$ cat src/rtl/mshr_pkg.sv
package mshr_pkg;

    // ================================================
    // Sizes
    // ================================================

    // Number of miss status holding registers
    localparam int MSHR_ENTRY_NUM = 4;
    // Entry index width
    localparam int MSHR_IDX_W     = $clog2(MSHR_ENTRY_NUM);
    // Line address width
    localparam int ADDR_W         = 16;
    // Line data width
    localparam int DATA_W         = 32;

    // ================================================
    // Types
    // ================================================

    // Entry index into the MSHR array
    typedef logic [MSHR_IDX_W-1:0] mshr_idx_t;

    // Memory id, entry index plus one
    // Zero is reserved and means no id
    typedef logic [MSHR_IDX_W:0]   mem_id_t;

    // Miss line address and returned line
    typedef logic [ADDR_W-1:0]     line_addr_t;
    typedef logic [DATA_W-1:0]     line_data_t;

    // Entry life cycle
    typedef enum logic [1:0] {
        // Free for allocation
        ENTRY_IDLE,
        // Read issued, line not back yet
        ENTRY_WAIT_MEM,
        // Line held, waiting for the processor port
        ENTRY_HAVE_DATA
    } entry_state_e;

    // Item kind on the shared processor port
    typedef enum logic {
        KIND_TAG  = 1'b0,
        KIND_DATA = 1'b1
    } proc_kind_e;

endpackage

$ cat src/rtl/mshr_entry.sv
module mshr_entry import mshr_pkg::*; #(
    parameter int ENTRY_IDX = 0
) (
    input  logic       clk_i,
    input  logic       arst_n_i,
    // Allocation from mshr_alloc
    input  logic       alloc_i,
    input  line_addr_t alloc_addr_i,
    // Shared memory response bus
    input  mem_id_t    mem_resp_id_i,
    input  line_data_t mem_resp_data_i,
    // Grant from the processor port switch
    input  logic       grant_i,
    output logic       idle_o,
    output logic       tag_req_o,
    output logic       data_req_o,
    output line_addr_t addr_o,
    output line_data_t data_o
);

    entry_state_e state_q;
    logic         tag_pend_q;
    logic         resp_hit;
    mem_id_t      own_id;
    line_addr_t   addr_q;
    line_data_t   data_q;

    // Own memory id, never zero
    assign own_id   = mem_id_t'(ENTRY_IDX + 1);
    // Zero id on the bus matches no entry
    assign resp_hit = (mem_resp_id_i == own_id);

    // ================================================
    // Entry FSM
    // ================================================

    always_ff @(posedge clk_i or negedge arst_n_i) begin
        if (!arst_n_i) begin
            state_q    <= ENTRY_IDLE;
            tag_pend_q <= 1'b0;
        end else begin
            case (state_q)
                ENTRY_IDLE: begin
                    // New miss, tag announcement owed
                    if (alloc_i) begin
                        state_q    <= ENTRY_WAIT_MEM;
                        tag_pend_q <= 1'b1;
                    end
                end
                ENTRY_WAIT_MEM: begin
                    // Data arrival drops any unsent announcement
                    if (resp_hit) begin
                        state_q    <= ENTRY_HAVE_DATA;
                        tag_pend_q <= 1'b0;
                    end else if (grant_i) begin
                        // Tag announced
                        tag_pend_q <= 1'b0;
                    end
                end
                ENTRY_HAVE_DATA: begin
                    // Data response sent, entry free again
                    if (grant_i) begin
                        state_q <= ENTRY_IDLE;
                    end
                end
                default: begin
                    state_q <= ENTRY_IDLE;
                end
            endcase
        end
    end

    // Payload capture
    always_ff @(posedge clk_i) begin
        if (alloc_i && state_q == ENTRY_IDLE) begin
            addr_q <= alloc_addr_i;
        end
        if (resp_hit && state_q == ENTRY_WAIT_MEM) begin
            data_q <= mem_resp_data_i;
        end
    end

    // Request levels toward the switch
    assign idle_o     = (state_q == ENTRY_IDLE);
    assign tag_req_o  = (state_q == ENTRY_WAIT_MEM) && tag_pend_q;
    assign data_req_o = (state_q == ENTRY_HAVE_DATA);
    assign addr_o     = addr_q;
    assign data_o     = data_q;

endmodule

$ cat config.mk
export PLATFORM = sky130hd
export DESIGN_NAME = mshr_entry
export DESIGN_NICKNAME = d
export VERILOG_FILES = /design/src/rtl/mshr_pkg.sv /design/src/rtl/mshr_entry.sv
export SDC_FILE = /design/constraint.sdc
export NUM_CORES = 1
export LEC_CHECK = 0
export ABC_CLOCK_PERIOD_IN_PS = 1470
export BUFFER_PORTS_ARGS = -buffer_cell sky130_fd_sc_hd__buf_4
export CORE_ASPECT_RATIO = 1.1
export CORE_UTILIZATION = 37
export DETAILED_ROUTE_END_ITERATION = 10
export MAX_ROUTING_LAYER = met4
export PLACE_DENSITY = 0.74
export REMOVE_ABC_BUFFERS = 1
export SYNTH_ARGS = -nofsm -noshare
export SYNTH_HDL_FRONTEND = slang
export SYNTH_SLANG_ARGS = --single-unit
export TNS_END_PERCENT = 50
$ cat constraint.sdc
create_clock -name clk_i -period 1.47 [get_ports clk_i]
set_clock_uncertainty 0.2 [all_clocks]
set_input_delay 0.147 -clock clk_i [delete_from_list [all_inputs] [get_ports clk_i]]
set_output_delay 0.147 -clock clk_i [all_outputs]
set_load 0.01 [all_outputs]
* Word-level counts from Yosys, hierarchy flattened
Cells that the tools add are included.
Word-level totals: bits of input ports 55, logic and storage cells 26, output and inout port bits 51, bits in registers 51
Operators by class: reductions and logical operators 7, equality and inequality tests 7, multiplexer cells 8
Operators by type and width (number):
- two-way mux 2 bit | 3
- inequality test 2 bit, second input constant | 3
- case mux 2 bit (3 select lines) | 1
- AND reduction 3 bit | 2
- equality test 3 x 1 -> 1 bit, second input constant | 1
- logical AND 1 bit | 3
- two-way mux 1 bit | 3
- inequality test 3 bit, second input constant | 1
- equality test 2 x 1 -> 1 bit, second input constant | 1
- equality test 2 bit, second input constant | 1
- zero test 2 bit | 1
- case mux 1 bit (2 select lines) | 1
- nonzero test 2 bit | 1

* Longest topological paths before layout
depth after elaboration 3, mapped depth 3, gate-level depth less buffers 3

* Least setup slack after synthesis
No wires, ideal clock.
path kind flip-flop to flip-flop, start point reg state_q[1], end point reg data_q[0] (netlist: data_o[0]), enable pin, stages on the path, launching flop included 3, period minus slack after synthesis 1579 ps, data arrival time 1005 ps, slack -109 ps, library setup time 374 ps, buffers on the path 0, cell sequence dfrtp_1 -> inv_1 -> and3_2
Between the ends: cells in the longest elaborated chain, start to end 2
Ends and longest elaborated chain:
- start, declared | RTL line mshr_entry.sv:21 | entry_state_e state_q;
- start signal, assigned | RTL line mshr_entry.sv:39 | state_q <= ENTRY_IDLE;
- start signal, assigned | RTL line mshr_entry.sv:46 | state_q <= ENTRY_WAIT_MEM;
- start signal, assigned | RTL line mshr_entry.sv:53 | state_q <= ENTRY_HAVE_DATA;
- equality test 2 x 1 -> 1 bit | RTL line mshr_entry.sv:78 | if (resp_hit && state_q == ENTRY_WAIT_MEM) begin
- logical AND 1 bit | RTL line mshr_entry.sv:78
- end signal, assigned | RTL line mshr_entry.sv:79 | data_q <= mem_resp_data_i;
- end, declared | RTL line mshr_entry.sv:26 | line_data_t data_q;
No other way between the ends. A chain may end at the register's enable or synchronous reset.

* Worst setup path in the final report
start point reg state_q[1], end point reg data_q[10] (netlist: data_o[10]), enable pin
Same word-level chain as after synthesis.

==> impl_metrics.ini <==
[route]
drtIter0Drc = 51
ant_nets = 0
wl_um = 4390
drc = 0
post_drt_wl_per_cell_um = 15.5
num_vias = 1247
viasPerCell = 4.39
drtPass1Iterations = 4

[synth]
yosys_warnings = 0
ys_top_cells_by_area = edfxtp_1 (90%), dfrtp_1 (4.7%), and3_2 (0.93%)
yosysTopAreaCellShare = 0.896
seq_area_frac_synth = 0.942
ys_ff_latch = 51
syn_avg_cell_area_um2 = 24.8
synthCells = 65
yosysTopAreaCell = edfxtp_1
netlist_area_mm2 = 0.00161
synth_cell_types = 12

[floorplan]
die-area_mm2 = 0.00462
ios = 106
start_util = 0.397
num_rows = 24
core_area_mm2 = 0.00405
die_x_um = 64.9
die_h_um = 71.2

[timing]
fmax_mhz = 699
worstMarginPinSlew_ps = 208
rsz0062_at_grt = yes
post-route-period-util = 0.973
setup_ws_ps = 39.7
setup_viol = 0
min_period_ps = 1430
hold_viol_final = 0
slew_headroom = 0.861
slew_viol_final = 0

[clock_tree]
clkTransAtPathRegs_ps = 80
clk_root_buffer_cell = clkbuf_8
clock_sinks = 51
clockBufferDepth = 2
htreeDepth = 2
clock_latency_ps = 290
cts_tree = done
numCtsBuffers = 5

[global_routing]
grt_pass1_wl_um = 6420
antenna_found_initial = 0
grt_pass1_vias = 1287
grt_max_degree = 23
grt_overflow = 0
grtUsageTotal = 0.203

[cells_and_area]
final_nets = 286
mostFrequentLayoutCell = buf_4
mostFrequentLayoutCells = buf_4 (104), dlygate4sd3_1 (52), edfxtp_1 (48)
antenna_cells = 0
drive_above_1_share = 0.513
fin_cells = 284
num-fill-cells = 238
synthToLayoutAreaGrowth_pct = 93.9
utilization = 0.770

[setup_path]
endpoint_kind = flip-flop
worstSetupPathType = reg2reg
start_kind = flip-flop
slowest_delay_ps = 420
crit_arrival_ps = 1230
worstPathRequired_ps = 1270
cp_max_fo = 22
crit_chain = inv_2, and3_2, buf_12
crit_start = state_q[1]
crit_path_top_delay_cell = dfrtp_1
r2r-start = state_q[1]

[pwr]
power_density_mw_per_mm2 = 950
swShare = 0.205
combPwrFrac = 0.157
ir_drop_uv = 662
intPower_mw = 2.36
switchingPower_mw = 0.609
power.share.sequential = 0.576
power.leakage_nw = 1.31
power_mw = 2.97
clkPwrFrac = 0.267

[place]
globalplace.congestion = 0.652
pre_cts_slack_ps = 26.1
port_buffers = 105
place.detailed.hpwl_um = 2790
place_inst = 224

[min_path]
min_from = mem_resp_id_i[1]
hp-class = in2reg

[status]
status = finished clean

[flow_run]
cap_violations = 0
==> critical path: cells and delay by family (launching register included) <==
family | cells | cell delay, ps
flip-flops | 1 | 420
buffers and inverters | 2 | 270
AND/OR/NAND/NOR | 1 | 240
==> what timing repair did <==
action	CTS	global route
gates resized for setup	0	3
hold endpoints to repair	53	0
endpoints found under the setup margin	0	24
hold buffers	52	0
buffers inserted	0	0
==> registers in the layout, summed over array words and instances (netlist names) <==
register / count
addr_o: 16
data_o: 32
state_q: 2
tag_pend_q: 1
==> metal layers <==
metal,wire length (um),vias to the layer above,track usage
met5,0,-,-
met4,134,0,0.0889
met3,359,11,0.0710
met2,2330,74,0.338
met1,1570,580,0.216
li1,-,582,-
==> cells by family (layout without fill, tap and decap cells) <==
logic type / count (synthesis) / count (layout) / share of synthesized area
compound gates: 4 / 4 / 0.0194
buf+inv: 2 / 169 / 0.00467
flops: 51 / 51 / 0.942
simple gates: 8 / 8 / 0.0334
==> layout make-up <==
cell class                      count  area [um2]  area share
Sequential cell                    51        1520       0.486
Tap cell                           52        65.1      0.0209
Clock inverter                      1        3.75     0.00120
Timing Repair Buffer              159        1350       0.433
Inverter                            2        7.51     0.00241
Multi-Input combinational cell     12        88.8      0.0285
Clock buffer                        7        86.3      0.0277
==> power groups by stage <==
| stage | logic [mW] | clock network (mW) | registers (mW) |
|---|---|---|---|
| 4_1_cts | 0.454 | 0.796 | 1.71 |
| 3_3_place_gp | 0.329 | 0 | 1.74 |
| 3_5_place_dp | 0.341 | 0 | 1.74 |
| 6_report | 0.465 | 0.791 | 1.71 |
| 2_1_floorplan | 0.0713 | 0 | 1.76 |
| 5_1_grt | 0.497 | 0.878 | 1.71 |
==> cell usage after synthesis <==
master	instances
edfxtp_1	48
nor2_1	3
nor3b_2	1
a21o_1	1
and3_2	2
inv_1	2
a21boi_0	1
nor2_2	1
dfrtp_1	3
and2_4	1
a211o_1	1
a211oi_1	1
==> worst paths after layout <==
path / slack (ps) / to / cells past startpoint
setup / recovery: 40 / data_o[10] / 3
hold / removal: 50 / tag_pend_q / 4
setup reg to reg: 40 / data_o[10] / 3
hold reg to reg: 310 / state_q[0] / 1
max in group asynchronous: 340 / tag_pend_q / 3
min in group asynchronous: 570 / state_q[0] / 3
==> per-stage QoR <==
stage	hold WS (ps)	setup TNS [ps]	instance area (um2)
3_3_place_gp	-263	0	2500
3_5_place_dp	-257	0	2500
6_report	51.7	0	3120
2_1_floorplan	-349	-3500	1610
4_1_cts	58.1	0	3110
5_1_grt	50.4	-15.1	3120
No activity file was read; power rests on OpenSTA's default activity.
