`src/rtl/mshr_pkg.sv`:
```
package mshr_pkg;

    // ================================================
    // Sizes
    // ================================================

    // Number of miss status holding registers
    localparam int MSHR_ENTRY_NUM = 4;
    // Entry index width
    localparam int MSHR_IDX_W     = $clog2(MSHR_ENTRY_NUM);
    // Line address width
    localparam int ADDR_W         = 16;
    // Line data width
    localparam int DATA_W         = 32;

    // ================================================
    // Types
    // ================================================

    // Entry index into the MSHR array
    typedef logic [MSHR_IDX_W-1:0] mshr_idx_t;

    // Memory id, entry index plus one
    // Zero is reserved and means no id
    typedef logic [MSHR_IDX_W:0]   mem_id_t;

    // Miss line address and returned line
    typedef logic [ADDR_W-1:0]     line_addr_t;
    typedef logic [DATA_W-1:0]     line_data_t;

    // Entry life cycle
    typedef enum logic [1:0] {
        // Free for allocation
        ENTRY_IDLE,
        // Read issued, line not back yet
        ENTRY_WAIT_MEM,
        // Line held, waiting for the processor port
        ENTRY_HAVE_DATA
    } entry_state_e;

    // Item kind on the shared processor port
    typedef enum logic {
        KIND_TAG  = 1'b0,
        KIND_DATA = 1'b1
    } proc_kind_e;

endpackage

```
`src/rtl/mshr_alloc.sv`:
```
module mshr_alloc import mshr_pkg::*; (
    input  logic                      clk_i,
    input  logic                      arst_n_i,
    // Miss from the processor
    input  logic                      miss_valid_i,
    input  line_addr_t                miss_addr_i,
    // Idle flags from the entry array
    input  logic [MSHR_ENTRY_NUM-1:0] entry_idle_i,
    output logic                      miss_ready_o,
    // Allocation strobe and address to the entries
    output logic [MSHR_ENTRY_NUM-1:0] alloc_onehot_o,
    output line_addr_t                alloc_addr_o,
    // Registered memory read request
    output logic                      mem_req_valid_o,
    output mem_id_t                   mem_req_id_o,
    output line_addr_t                mem_req_addr_o
);

    logic      accept;
    mshr_idx_t free_idx;

    // ================================================
    // Free entry search
    // ================================================

    // Lowest idle entry wins
    // Scan downwards so the last hit is the lowest index
    always_comb begin
        free_idx = '0;
        for (int i = MSHR_ENTRY_NUM - 1; i >= 0; i--) begin
            if (entry_idle_i[i]) begin
                free_idx = mshr_idx_t'(i);
            end
        end
    end

    // Ready while any entry is free
    assign miss_ready_o = |entry_idle_i;
    assign accept       = miss_valid_i & miss_ready_o;

    // One-hot strobe, only in the accepting cycle
    always_comb begin
        alloc_onehot_o = '0;
        if (accept) begin
            alloc_onehot_o[free_idx] = 1'b1;
        end
    end

    // Address goes straight through to the chosen entry
    assign alloc_addr_o = miss_addr_i;

    // ================================================
    // Memory read request
    // ================================================

    // Valid strobe, one cycle after acceptance
    always_ff @(posedge clk_i or negedge arst_n_i) begin
        if (!arst_n_i) begin
            mem_req_valid_o <= 1'b0;
        end else begin
            mem_req_valid_o <= accept;
        end
    end

    // Request payload, id is index plus one
    always_ff @(posedge clk_i) begin
        if (accept) begin
            mem_req_id_o   <= {1'b0, free_idx} + 1'b1;
            mem_req_addr_o <= miss_addr_i;
        end
    end

endmodule

```
`config.mk`:
```
export PLATFORM = sky130hd
export DESIGN_NAME = mshr_alloc
export DESIGN_NICKNAME = d
export VERILOG_FILES = /design/src/rtl/mshr_pkg.sv /design/src/rtl/mshr_alloc.sv
export SDC_FILE = /design/constraint.sdc
export NUM_CORES = 1
export LEC_CHECK = 0
export BUFFER_PORTS_ARGS = -buffer_cell sky130_fd_sc_hd__buf_2
export CORE_UTILIZATION = 41
export CTS_CLUSTER_SIZE = 40
export DETAILED_ROUTE_END_ITERATION = 12
export PLACE_DENSITY = 0.9
export SYNTH_ARGS = -nofsm -noshare
export SYNTH_HDL_FRONTEND = slang
export SYNTH_SLANG_ARGS = --single-unit
```
`constraint.sdc`:
```
create_clock -name clk_i -period 3.1 [get_ports clk_i]
set_input_delay 0.31 -clock clk_i [delete_from_list [all_inputs] [get_ports clk_i]]
set_output_delay 0.31 -clock clk_i [all_outputs]
set_load 0.02 [all_outputs]
```
-- Word-level counts from Yosys, hierarchy flattened
Cells that the tools add are included.
W data, S select, Z words.
- register bits after elaboration: 20
- input bits: 23
- output and inout port bits: 41
- add/sub/neg operators: 1
- $lt $le $gt $ge: 2
- muxes and demuxes: 7
- bitwise logic cells: 1
- reductions and logical operators: 2
- operators with widths (operator ; count):
    $mux W2 ; 4
    $mux W4 ; 1
    $reduce_or A4 Y1 ; 1
    $add A2 B1 Y3 const B ; 1
    $lt A2 B3 Y1 const B ; 1
    $demux W1 S2 ; 1
    $ge A2 B1 Y1 const B ; 1
    $and A1 B1 Y1 ; 1
    $logic_and A1 B1 Y1 ; 1
    $mux W1 ; 1

-- Depth between registers and ports, before layout
- word-level depth: 9
- gate-level depth with buffers: 4
- mapped depth without buffers: 4

-- Least setup slack after synthesis
No wires, ideal clock.
- kind: input -> register
- from: in entry_idle_i[1]
- to: reg mem_req_addr_o[0], enable pin
- library setup time: 338 ps
- data arrival time: 1358 ps
- required time: 2762 ps
- slack: 1404 ps
- cell stages on the path: 3
- path buffers: 1
- path through: or4_1 > buf_2 > and2_1
- word-level cells in the longest chain between the ends: 2
- ends and longest elaborated chain (element ; RTL line ; source):
    start: declaration ; mshr_alloc.sv:8 ; input logic [MSHR_ENTRY_NUM-1:0] entry_idle_i,
    $reduce_or A4 Y1 ; mshr_alloc.sv:38 ; assign miss_ready_o = |entry_idle_i;
    named net miss_ready_o ; mshr_alloc.sv:9 ; output logic miss_ready_o,
    $and A1 B1 Y1 ; mshr_alloc.sv:39 ; assign accept = miss_valid_i & miss_ready_o;
    named net accept ; mshr_alloc.sv:19 ; logic accept;
    end signal: assignment ; mshr_alloc.sv:69 ; mem_req_addr_o <= miss_addr_i;
    end: declaration ; mshr_alloc.sv:16 ; output line_addr_t mem_req_addr_o
The timed path passes the listed nets, and every way through them passes these cells.
A chain may end at the register's enable or synchronous reset.

-- Final worst setup path
- from: in entry_idle_i[1]
- to: out alloc_onehot_o[1]
- word-level cells in the longest chain between the ends: 7
- elaborated cells on any way between the ends: 10
- ends and longest elaborated chain (element ; RTL line ; source):
    $mux W2 (2 in series) ; mshr_alloc.sv:31 ; if (entry_idle_i[i]) begin
    $lt A2 B3 Y1 (implied by the code) / $ge A2 B1 Y1 (equally long branches) ; mshr_alloc.sv:45 ; alloc_onehot_o[free_idx] = 1'b1;
    $logic_and A1 B1 Y1 (implied by the code) ; mshr_alloc.sv:45 ;
    $mux W1 (implied by the code) ; mshr_alloc.sv:45 ;
    $demux W1 S2 ; mshr_alloc.sv:45 ;
    $mux W4 (*) ; mshr_alloc.sv:44 ; if (accept) begin
    end: declaration ; mshr_alloc.sv:11 ; output logic [MSHR_ENTRY_NUM-1:0] alloc_onehot_o,
Mark *: on every way between the ends. The rest lies on a longest branch, timed or not.

==> qor.txt <==
CTS clk-pin slew, worst paths -> 0.10 ns
Critical path's slowest cell -> or4_1
Clk buf depth -> 2
Met3 Wirelength -> 160 um
CTS buffer count -> 3
Number of routed nets with antenna violations -> 0
Crit path setup slack, layout -> 1.39 ns
Max_cap viols -> 0
Filler cell count -> 168
Dominant cells by area after synthesis -> edfxtp_1 (67%), buf_4 (14%), ha_1 (5.9%)
N_diodes -> 0
All-Layer GR Usage -> 0.121
DR top layer -> met3
Port Buffers -> 63
Critical Path Sink Type -> output port
Vias per std cell -> 4.27
Met2 WL -> 693 um
Fin nets -> 133
Seq/Total Area, Yosys -> 0.698
DIE HEIGHT -> 47.6 um
Synth area leader -> edfxtp_1
Syn_nets -> 81
Largest stage delay on the critical path -> 0.60 ns
Crit-path most repeated cell -> buf_2
Startpoint Class -> input port
CP Data Arrival Time -> 1.40 ns
TritonCTS clock tree -> built
Drc violations -> 0
DP Area -> 1080 sq um
Setup TNS -> 0 ns
Min Hold Slack -> 0.205 ns
DRT met1 WL -> 544 um
Initial Util -> 0.435
Clock Sink Count -> 20
Type of the worst setup path -> input port to output port
Outcome -> completed
Die X-Extent -> 47.6 um
Top Family by Delay on Critical Path -> simple AND/OR/NAND/NOR gates
WP data required -> 2.79 ns
Root Buffer -> clkbuf_4
RSZ-0062 raised after global routing -> false
Endpoints failing setup -> 0
Main combinational cell family by area after synthesis -> buffers and inverters
Fin crit share -> 0.553
Worst-path fanout max -> 6
Number of synthesized register bits -> 20
Pre-Repair DR Iteration Count -> 3
Routed len/inst -> 10.6 um
Vias in the first global route -> 453
Row Count -> 16
Hold Path Class -> input port to register
Grt ovf -> 0
Final WL -> 1400 um
Area Growth Syn to Fin -> 30.5%
CP cell instances -> buf_2 -> or4_1 -> and3_1 -> buf_2
Pwr/cell area -> 499 nW/um^2
Post-cts sizing count -> 0
Synthesized area -> 853 sq um
Post-synthesis simple-gate area fraction -> 0.0572
Buffers plus inverters on the worst setup path -> 2
Max VDD drop -> 0.196 mV
Mux cell area share after synthesis -> 0
Die footprint -> 2270 sq um
Fmax -> 0.584 GHz
Leak -> 0.545 nW
Design Area, Final -> 1110 sq um
Gate Count Post-Synth -> 54
Hold Fails Final Rpt -> 0
Yosys warns -> 0
Avg Synthesized Cell Area -> 15.8 sq um
Post-place setup slack -> 1.23 ns
Post-synthesis xor/xnor area fraction -> 0
Layout Cells excl Fill -> 132
Largest net degree at the start of global routing -> 21
Global-route wire length before repair -> 1810 um
# IOs -> 64
RD Place Congestion -> 0.750
Share of the synthesized area in the top cell type -> 0.669
Initial antenna violation count -> 0
H-Tree Depth -> 1
Min cycle time layout -> 1.71 ns
Via count -> 563
Storage cell area -> 596 sq um
Layout cells sized above 1 -> 0.638
Worst Tran Pin Value -> 0.820 ns
Post-placement cell count -> 127
Synth Area in Compound Gates -> 0.0352
Max-slew headroom -> 0.453
Cell variety after synth -> 15
Max-slew violations -> 0
Post-Synth Adder-Cell Area -> 0.0587
Area of the multi-input gates -> 129 sq um
1st-iter DRT viols -> 4
Core area -> 1960 sq um
==> power by group <==
part           internal (mW)  switching [mW]  leakage (nW)  total [mW]
Combinational         0.0398          0.0763         0.333       0.116
Clock                 0.0467          0.0661        0.0154       0.113
Sequential             0.322         0.00464         0.197       0.327
Total                  0.408           0.147         0.545       0.555
==> state kept, by name (all words and copies together), names as in the netlist <==
| signal | cells |
|---|---|
| mem_req_addr_o | 16 |
| mem_req_id_o | 3 |
| mem_req_valid_o | 1 |
==> routing by layer <==
metal	global-route usage	vias up
li1	-	280
met1	0.123	240
met2	0.211	43
met3	0.0377	0
met4	0.0833	0
met5	0	-
==> final timing paths <==
path                       slack (ns)                end  cells after the start            start
max                              1.39  alloc_onehot_o[1]                      4  entry_idle_i[1]
min                              0.21  mem_req_addr_o[2]                      1   miss_addr_i[2]
max in group asynchronous        2.70    mem_req_valid_o                      2         arst_n_i
min in group asynchronous        0.32    mem_req_valid_o                      2         arst_n_i
==> through the flow <==
step | total power, mW | utilization
detailed placement | 0.449 | 0.549
global placement | 0.447 | 0.549
CTS | 0.562 | 0.568
floorplan | 0.412 | -
global route | 0.587 | 0.568
finish | 0.555 | 0.568
==> layout by cell type (no fill, tap or decap) <==
cell | netlist | layout
o21bai_1 | 1 | 1
and3_1 | 4 | 4
dfrtp_1 | 1 | 1
o21a_1 | 1 | 1
and2_1 | 1 | 1
o21ai_0 | 1 | 1
clkinv_1 | 0 | 1
nor2_1 | 1 | 1
nor2b_1 | 1 | 1
clkbuf_4 | 0 | 3
edfxtp_1 | 19 | 19
ha_1 | 4 | 4
buf_2 | 1 | 63
inv_1 | 1 | 1
o21ba_2 | 1 | 1
or4_1 | 1 | 1
dlygate4sd3_1 | 0 | 1
==> synth_stat cells <==
library cell  number
and2_1             1
and3_1             4
buf_2              1
buf_4             16
dfrtp_1            1
edfxtp_1          19
ha_1               4
inv_1              1
nor2_1             1
nor2b_1            1
o21a_1             1
o21ai_0            1
o21ba_2            1
o21bai_1           1
or4_1              1
==> layout make-up <==
class,instances,share of cell area
clock inverters,1,0.00337
multi-input cells,16,0.116
well taps,27,0.0303
repair buffers,64,0.292
inverters,1,0.00337
clock buffers,3,0.0202
flip-flops and latches,20,0.535
==> cell families (layout without fill, tap and decap cells) <==
| group | after synthesis | count (layout) |
|---|---|---|
| buffers and inverters | 18 | 69 |
| DFF | 20 | 20 |
| AOI/OAI and AO/OA | 4 | 4 |
| and+or+nand+nor | 8 | 8 |
| adders and majority gates | 4 | 4 |
==> timing repair <==
action | 4_1_cts | 5_1_grt
hold endpoints to repair | 1 | 0
setup buffers | 0 | 0
hold buffers | 1 | 0
Note: power is estimated with default switching activity, not from simulation.
